File: config.mk
export PLATFORM = sky130hd
export DESIGN_NAME = trace_decoder
export DESIGN_NICKNAME = d
export VERILOG_FILES = /design/src/logic/trace_decode_pkg.sv /design/src/logic/channel_extract.sv /design/src/logic/replay_fanout.sv /design/src/logic/trace_decoder.sv /design/src/logic/trace_unpacker.sv
export VERILOG_INCLUDE_DIRS = /design/src /design/src/logic
export SDC_FILE = /design/constraint.sdc
export NUM_CORES = 1
export LEC_CHECK = 0
export BUFFER_PORTS_ARGS = -buffer_cell sky130_fd_sc_hd__buf_2
export CORE_MARGIN = 10
export CORE_UTILIZATION = 58
export DETAILED_ROUTE_END_ITERATION = 16
export PLACE_DENSITY = 0.84
export SLEW_MARGIN = 20
export SYNTH_ARGS = -nofsm -noshare
export SYNTH_HDL_FRONTEND = slang
export SYNTH_SLANG_ARGS = --single-unit
File: constraint.sdc
create_clock -name clk -period 11.9 [get_ports clk]
set_input_delay 1.19 -clock clk [delete_from_list [all_inputs] [get_ports clk]]
set_output_delay 1.19 -clock clk [all_outputs]
set_load 0.01 [all_outputs]
File: src/logic/trace_decode_settings.svh
`ifndef TRACE_DECODE_SETTINGS_SVH
`define TRACE_DECODE_SETTINGS_SVH

//////////////////////////////////////////////////////////////////////
// replay trace decoder sizing
//////////////////////////////////////////////////////////////////////

// number of independent replay channels that share one trace beat
// every channel owns one logb_valid bit and one loge_valid bit
`define TD_CHAN_CNT 4

// payload width of a single channel
// all channels share this width, so the compacted field is a row of
// equal slots and a slot index alone locates a channel's data
`define TD_CHAN_W 32

// width of a slot index inside the compacted payload field
// it must hold the largest count of present channels below the last
// channel, which is TD_CHAN_CNT - 1
`define TD_SLOT_W 2

// the compacted payload is TD_CHAN_CNT slots of TD_CHAN_W bits each,
// even though a sparse beat only fills the lowest slots of it

`endif

File: src/logic/trace_decode_pkg.sv
`include "trace_decode_settings.svh"
`default_nettype none

// shared types of the replay-side trace decoder
package trace_decode_pkg;

  // one bit per channel, used for logb_valid, loge_valid and almful
  typedef logic [`TD_CHAN_CNT-1:0] chan_mask_t;

  // payload of a single channel
  typedef logic [`TD_CHAN_W-1:0] chan_data_t;

  // compacted payload field of a beat, slot 0 at the least significant end
  typedef logic [`TD_CHAN_CNT*`TD_CHAN_W-1:0] packed_data_t;

  // position of one channel's data in the compacted field
  typedef logic [`TD_SLOT_W-1:0] slot_t;

  // beat as it arrives from the replay log
  // the first member sits at the top, so from the lsb upwards the beat reads
  // logb_valid, then loge_valid, then the compacted payload
  typedef struct packed {
    packed_data_t payload;
    chan_mask_t   loge_valid;
    chan_mask_t   logb_valid;
  } packed_trace_t;

  // beat after the first register stage of the decoder
  // valid marks a cycle where the beat was really accepted
  typedef struct packed {
    logic         valid;
    chan_mask_t   logb_valid;
    chan_mask_t   loge_valid;
    packed_data_t payload;
  } unpacked_beat_t;

  // record handed to one replay channel
  // each channel carries the full loge_valid vector since the channels
  // drain independently and must each judge the end events of all others
  typedef struct packed {
    logic       valid;
    logic       logb_valid;
    chan_data_t payload;
    chan_mask_t loge_valid;
  } replay_chan_t;

endpackage

`default_nettype wire

File: src/logic/channel_extract.sv
`timescale 1ns/10ps
`include "trace_decode_settings.svh"
`default_nettype none

// second stage of the trace decoder, one instance per replay channel
// the channel's slot index picks its payload out of the compacted field and
// the result is registered as that channel's replay record
module channel_extract (
  input  wire                                  clk,
  input  wire                                  rstn,
  input  wire trace_decode_pkg::unpacked_beat_t beat,
  input  wire trace_decode_pkg::slot_t         slot,
  input  wire logic                            chan_logb,
  output trace_decode_pkg::replay_chan_t       rec
);

  // the selected slot, before the channel's own presence bit is applied
  trace_decode_pkg::chan_data_t slot_data;

  // all slots are the same width, so the slot index times the channel width
  // gives the bit offset of the data
  assign slot_data = beat.payload[slot * `TD_CHAN_W +: `TD_CHAN_W];

  //////////////////////////////////////////////////////////////////////
  // record register
  //////////////////////////////////////////////////////////////////////

  // the record is valid for every beat, even one with no packet for this
  // channel, since loge_valid still has to reach the channel
  always_ff @(posedge clk) begin
    if (!rstn) begin
      rec.valid <= 1'b0;
    end else begin
      rec.valid <= beat.valid;
    end
    if (beat.valid) begin
      rec.logb_valid <= chan_logb;
      rec.loge_valid <= beat.loge_valid;
      // when the channel has no packet its slot index points at another
      // channel's data or at an empty slot, so the payload is forced to zero
      if (chan_logb) begin
        rec.payload <= slot_data;
      end else begin
        rec.payload <= '0;
      end
    end
  end

endmodule

`default_nettype wire

File: src/logic/replay_fanout.sv
`timescale 1ns/10ps
`include "trace_decode_settings.svh"
`default_nettype none

// last stage of the trace decoder
// the channel records are registered once more onto the outputs, and the
// consumers' almost-full flags are folded into the input ready
module replay_fanout (
  input  wire                                clk,
  input  wire                                rstn,
  input  wire trace_decode_pkg::replay_chan_t recs [0:`TD_CHAN_CNT-1],
  input  wire trace_decode_pkg::chan_mask_t  almful,
  output trace_decode_pkg::replay_chan_t     chan_out [0:`TD_CHAN_CNT-1],
  output logic                               ready
);

  // set when at least one consumer is running low on space
  logic any_almful;

  // the outputs never stall, so a single busy consumer has to hold back
  // the whole input, even for channels that still have room
  assign any_almful = |almful;

  //////////////////////////////////////////////////////////////////////
  // output records
  //////////////////////////////////////////////////////////////////////

  // every channel is registered alike, only the valid bits see reset
  always_ff @(posedge clk) begin
    for (int c = 0; c < `TD_CHAN_CNT; c++) begin
      if (!rstn) begin
        chan_out[c].valid <= 1'b0;
      end else begin
        chan_out[c].valid <= recs[c].valid;
      end
      chan_out[c].logb_valid <= recs[c].logb_valid;
      chan_out[c].payload    <= recs[c].payload;
      chan_out[c].loge_valid <= recs[c].loge_valid;
    end
  end

  //////////////////////////////////////////////////////////////////////
  // input back-pressure
  //////////////////////////////////////////////////////////////////////

  // ready comes out of reset high so the first beat can enter at once
  // the one cycle of delay here plus the three pipeline stages is the
  // headroom a consumer must still have when it raises almful
  always_ff @(posedge clk) begin
    if (!rstn) begin
      ready <= 1'b1;
    end else begin
      ready <= !any_almful;
    end
  end

endmodule

`default_nettype wire

File: src/logic/trace_decoder.sv
`timescale 1ns/10ps
`include "trace_decode_settings.svh"
`default_nettype none

// replay-side trace decoder
// one packed beat from the replay log is split into one record per replay
// channel, three register stages after it was accepted
// the unpacker locates every channel in the compacted payload, one extractor
// per channel pulls its data out, and the fanout drives the outputs and
// turns the consumers' almost-full flags into ready
module trace_decoder (
  input  wire                                  clk,
  input  wire                                  rstn,
  input  wire logic                            valid,
  input  wire trace_decode_pkg::packed_trace_t trace,
  output logic                                 ready,
  output trace_decode_pkg::replay_chan_t       chan_out [0:`TD_CHAN_CNT-1],
  input  wire trace_decode_pkg::chan_mask_t    almful
);

  // registered beat and the slot of each channel within its payload
  wire trace_decode_pkg::unpacked_beat_t beat;
  wire trace_decode_pkg::slot_t          slots [0:`TD_CHAN_CNT-1];

  // per channel records between the extractors and the fanout
  wire trace_decode_pkg::replay_chan_t   recs [0:`TD_CHAN_CNT-1];

  // ready is produced by the fanout and fed back to gate acceptance
  trace_unpacker i_unpacker (
    .clk      (clk),
    .rstn     (rstn),
    .in_valid (valid),
    .ready    (ready),
    .trace    (trace),
    .beat     (beat),
    .slots    (slots)
  );

  //////////////////////////////////////////////////////////////////////
  // one extractor per replay channel
  //////////////////////////////////////////////////////////////////////

  // each extractor sees the whole beat but only its own slot and presence bit
  for (genvar c = 0; c < `TD_CHAN_CNT; c++) begin : g_chan
    channel_extract i_extract (
      .clk       (clk),
      .rstn      (rstn),
      .beat      (beat),
      .slot      (slots[c]),
      .chan_logb (beat.logb_valid[c]),
      .rec       (recs[c])
    );
  end

  replay_fanout i_fanout (
    .clk      (clk),
    .rstn     (rstn),
    .recs     (recs),
    .almful   (almful),
    .chan_out (chan_out),
    .ready    (ready)
  );

endmodule

`default_nettype wire

File: src/logic/trace_unpacker.sv
`timescale 1ns/10ps
`include "trace_decode_settings.svh"
`default_nettype none

// first stage of the trace decoder
// an accepted beat is registered whole, and next to it the slot index of
// every channel in the compacted payload is registered
// a channel's slot is the number of present channels below it, because the
// replay log packs present payloads from the lsb upwards in channel order
module trace_unpacker (
  input  wire                              clk,
  input  wire                              rstn,
  input  wire logic                        in_valid,
  input  wire logic                        ready,
  input  wire trace_decode_pkg::packed_trace_t trace,
  output trace_decode_pkg::unpacked_beat_t beat,
  output trace_decode_pkg::slot_t          slots [0:`TD_CHAN_CNT-1]
);

  //////////////////////////////////////////////////////////////////////
  // slot index computation
  //////////////////////////////////////////////////////////////////////

  // counts the set mask bits strictly below channel chan
  // the loop runs over the full mask so that it unrolls to a fixed adder
  function automatic trace_decode_pkg::slot_t count_below(
    input trace_decode_pkg::chan_mask_t mask,
    input int                           chan
  );
    trace_decode_pkg::slot_t cnt;
    cnt = '0;
    for (int i = 0; i < `TD_CHAN_CNT; i++) begin
      if (i < chan && mask[i]) begin
        cnt = cnt + trace_decode_pkg::slot_t'(1);
      end
    end
    return cnt;
  endfunction

  // a beat moves only when the sender offers it and the decoder has room
  logic accept;

  // slot indices of the beat at the input, before the register
  trace_decode_pkg::slot_t slot_nxt [0:`TD_CHAN_CNT-1];

  assign accept = in_valid && ready;

  // channel 0 always lands in slot 0, the others depend on the bits below
  always_comb begin
    for (int c = 0; c < `TD_CHAN_CNT; c++) begin
      slot_nxt[c] = count_below(trace.logb_valid, c);
    end
  end

  //////////////////////////////////////////////////////////////////////
  // beat register
  //////////////////////////////////////////////////////////////////////

  // valid follows the handshake every cycle so a refused beat leaves a bubble
  // the fields only load on acceptance and hold otherwise
  always_ff @(posedge clk) begin
    if (!rstn) begin
      beat.valid <= 1'b0;
    end else begin
      beat.valid <= accept;
    end
    if (accept) begin
      beat.logb_valid <= trace.logb_valid;
      beat.loge_valid <= trace.loge_valid;
      beat.payload    <= trace.payload;
      for (int c = 0; c < `TD_CHAN_CNT; c++) begin
        slots[c] <= slot_nxt[c];
      end
    end
  end

endmodule

`default_nettype wire

==> results.rst <==
.. list-table::
   :header-rows: 1

   * - Metric
     - Value
   * - Remaining max-slew budget at the tightest pin
     - 34.0%
   * - Number of rows in the core area
     - 56
   * - Number of buffers added for setup after CTS
     - 0
   * - Maximum net fanout on the critical path
     - 87
   * - Worst-case hold path end point
     - i_fanout.chan_out[91]
   * - Core Region
     - 0.0237 sq mm
   * - Total negative slack
     - 0 ns
   * - Filler cell count in the final layout
     - 1542
   * - Post-layout min period
     - 2.54 ns
   * - Antenna violations before repair
     - 7
   * - Via count of the first global-routing pass
     - 8199
   * - Depth of the worst hold-timing path
     - 0
   * - Overall routing resource usage
     - 19.5%
   * - Height of the die
     - 176 microns
   * - Count of pins on the block boundary
     - 296
   * - Run status
     - complete, no violations
   * - Count of pins over their slew limit
     - 0
   * - Hold_buf cts
     - 0
   * - Final hold violation count
     - 0
   * - Die footprint
     - 0.0309 sq mm
   * - Element type at the critical path start
     - primary input
   * - Routed wire length
     - 31.3 mm
   * - Leak pwr
     - 6.92 nW
   * - Max-cap viol count
     - 0
   * - Start-to-end type of the worst setup path
     - primary input to flip-flop
   * - Data arrival at the endpoint of the critical path
     - 2.67 ns
   * - Finished Layout Cells
     - 1420
   * - Critical Path Sink Type
     - flip-flop
   * - Actual transition at the worst max-transition pin
     - 0.990 ns
   * - Total design power
     - 2.95 mW
   * - #FFs+latches synth
     - 416
   * - Post-route ant nets
     - 0
   * - Pwr dens
     - 175 mW/mm^2
   * - Most frequent cells in the layout
     - sky130_fd_sc_hd__buf_2, sky130_fd_sc_hd__edfxtp_1, sky130_fd_sc_hd__mux2i_1
   * - Clock Root Buffer
     - sky130_fd_sc_hd__clkbuf_16
   * - Ys flop type
     - sky130_fd_sc_hd__edfxtp_1
   * - Class of the worst hold path
     - flip-flop to flip-flop
   * - Cell depth of the worst flop-to-flop path
     - 3
   * - Die width
     - 176 microns
   * - Endpoint of the lowest-slack register-to-register path
     - g_chan[1].i_extract.rec[17]
   * - Cell count after synthesis
     - 771
   * - Global-route wire length before repair
     - 46.6 mm
   * - H-tree levels
     - 2
   * - Mapped Nets
     - 916
   * - Port-buffer cells
     - 295
   * - Number of gates given a new drive strength after cts
     - 0
   * - Yosys cell types
     - 19
   * - DR vias
     - 7670
   * - Post-synthesis cell type with the largest combined area
     - sky130_fd_sc_hd__edfxtp_1
   * - Critical Path RT
     - 12.03 ns
   * - Reg2reg start
     - i_unpacker.beat[132]
   * - Placed insts
     - 1342
   * - Maximum root-to-sink buffer count
     - 3
   * - Insertion delay to the later sink of the worst-skew pair
     - 0.51 ns
   * - Portion of the post-synthesis area used by sequential elements
     - 78.7%
   * - Fraction of post-synthesis cell area in the top cell type by area
     - 58.8%
   * - Average via count per standard cell
     - 5.40
   * - Final-report setup violation count
     - 0
   * - Initial Util
     - 59.5%
   * - Layout Area Growth over Synthesis
     - 19.6%
   * - Yosys synthesis warning count
     - 0
   * - Global route overflow
     - 0
   * - Biggest area contributors in the synthesized netlist
     - sky130_fd_sc_hd__edfxtp_1, sky130_fd_sc_hd__dfxtp_1, sky130_fd_sc_hd__mux2i_1, sky130_fd_sc_hd__o22ai_1, sky130_fd_sc_hd__and2_1
   * - Setup slack of the worst register-to-register path
     - 9.59 ns
   * - Unrepaired setup endpoints after global routing
     - false
   * - Clk sinks
     - 416
   * - Area taken by multi-input logic gates
     - 0.00251 sq mm
   * - Clock edge transition at the registers on the reported setup and hold paths
     - 0.06 ns
   * - Final estimated routing congestion in global placement
     - 0.796
   * - Maximum VDD drop
     - 138 uV
   * - Average size of a mapped cell
     - 18.3 sq um
   * - Hold Startpoint
     - g_chan[1].i_extract.rec[15]
   * - Half-perimeter wire length after detailed placement
     - 20.4 mm
   * - Netlist area before placement
     - 0.0141 sq mm
   * - Residual DRC count
     - 0
   * - CTS tree
     - built
   * - Maximum number of pins on one net before global-route repair
     - 88
   * - Reg area
     - 0.0111 sq mm
   * - Maximum clock frequency
     - 394 MHz
   * - Final Cycle Share
     - 21.3%
   * - Layout cells sized above 1
     - 33.8%
   * - Clock skew
     - 0.00767 ns
   * - Hold WS
     - 0.334 ns
   * - Number of synthesized flops with an enable pin
     - 276
   * - Num CTS Buffers
     - 40
   * - Initial DRC count
     - 587
   * - Most common library cell in the layout ignoring fill and taps
     - sky130_fd_sc_hd__buf_2
   * - Async set-or-reset flop fraction in the synthesized netlist
     - 0%
   * - Routed wire length per instance
     - 22.0 microns
   * - # nets final
     - 1211
   * - Number of detailed-routing iterations run before antenna repair
     - 4
[Yosys cell counts (6+ instances only)]
library cell	count
sky130_fd_sc_hd__edfxtp_1	276
sky130_fd_sc_hd__mux2i_1	161
sky130_fd_sc_hd__dfxtp_1	140
sky130_fd_sc_hd__o22ai_1	64
sky130_fd_sc_hd__and2_1	35
sky130_fd_sc_hd__nor2b_1	32
sky130_fd_sc_hd__buf_4	21
sky130_fd_sc_hd__clkbuf_1	9
sky130_fd_sc_hd__buf_12	6
sky130_fd_sc_hd__buf_6	6
sky130_fd_sc_hd__buf_8	6
[metrics by stage]
stage / worst slack, ns / cell area (sq um) / utilization [%]
4_1_cts: 9.11 / 16800 / 71.0
3_3_place_gp: 8.64 / 15600 / 65.7
5_1_grt: 9.28 / 16800 / 71.1
6_report: 9.36 / 16900 / 71.2
3_5_place_dp: 8.57 / 15600 / 65.7
2_1_floorplan: 7.01 / 14100 / -
[worst max-delay path, stage by stage]
cell,delay (ns)
sky130_fd_sc_hd__buf_2,0.08
sky130_fd_sc_hd__and2_4,0.60
sky130_fd_sc_hd__buf_6,0.65
[layout make-up]
| cell class | instances | share of cell area (%) |
|---|---|---|
| sequential | 416 | 65.8 |
| multi-input combinational | 301 | 14.9 |
| clock buffer | 57 | 6.80 |
| inverter | 3 | 0.0668 |
| timing repair buffer | 304 | 9.30 |
| antenna | 5 | 0.0742 |
| tap | 319 | 2.37 |
| clock inverter | 15 | 0.646 |
[per-layer routing]
metal	part of all wire, %	track usage, %	up-vias
li1	-	-	3479
met5	0.042	0	-
met2	50	33.4	366
met3	8.5	6.33	81
met1	38	22.2	3742
met4	3.2	7.91	2
[report_power, final]
group	switching (mW)	internal, mW
Combinational	0.0782	0.0615
Sequential	0.0263	1.59
Clock	0.502	0.694
Total	0.607	2.35
[logic make-up after synthesis]
| group | count (synthesis) | share of synthesized area [%] |
|---|---|---|
| muxes | 161 | 11.4 |
| adders and majority gates | 2 | 0.178 |
| xor gates and xnor gates | 1 | 0.0622 |
| DFF | 416 | 78.7 |
| and+or+nand+nor | 72 | 3.18 |
| buffers and inverters | 54 | 3.52 |
| AOI/OAI and AO/OA | 65 | 2.90 |
[registers in the layout, summed over array words and instances (netlist names)]
register and count:
g_chan.i_extract.rec 137, i_unpacker.slots 4, i_fanout.chan_out 137, i_unpacker.beat 137
i_fanout.ready 1
[worst max-delay path by stage]
stage | from | endpoint | slack [ns]
5_1_grt | valid | i_unpacker.beat[27] | 9.28
6_report | valid | i_unpacker.beat[100] | 9.36
2_1_floorplan | valid | i_unpacker.beat[0] | 7.01
3_5_place_dp | valid | i_unpacker.beat[124] | 8.57
3_3_place_gp | valid | i_unpacker.beat[124] | 8.64
4_1_cts | valid | i_unpacker.beat[124] | 9.11
No activity file was read; power rests on OpenSTA's default activity.
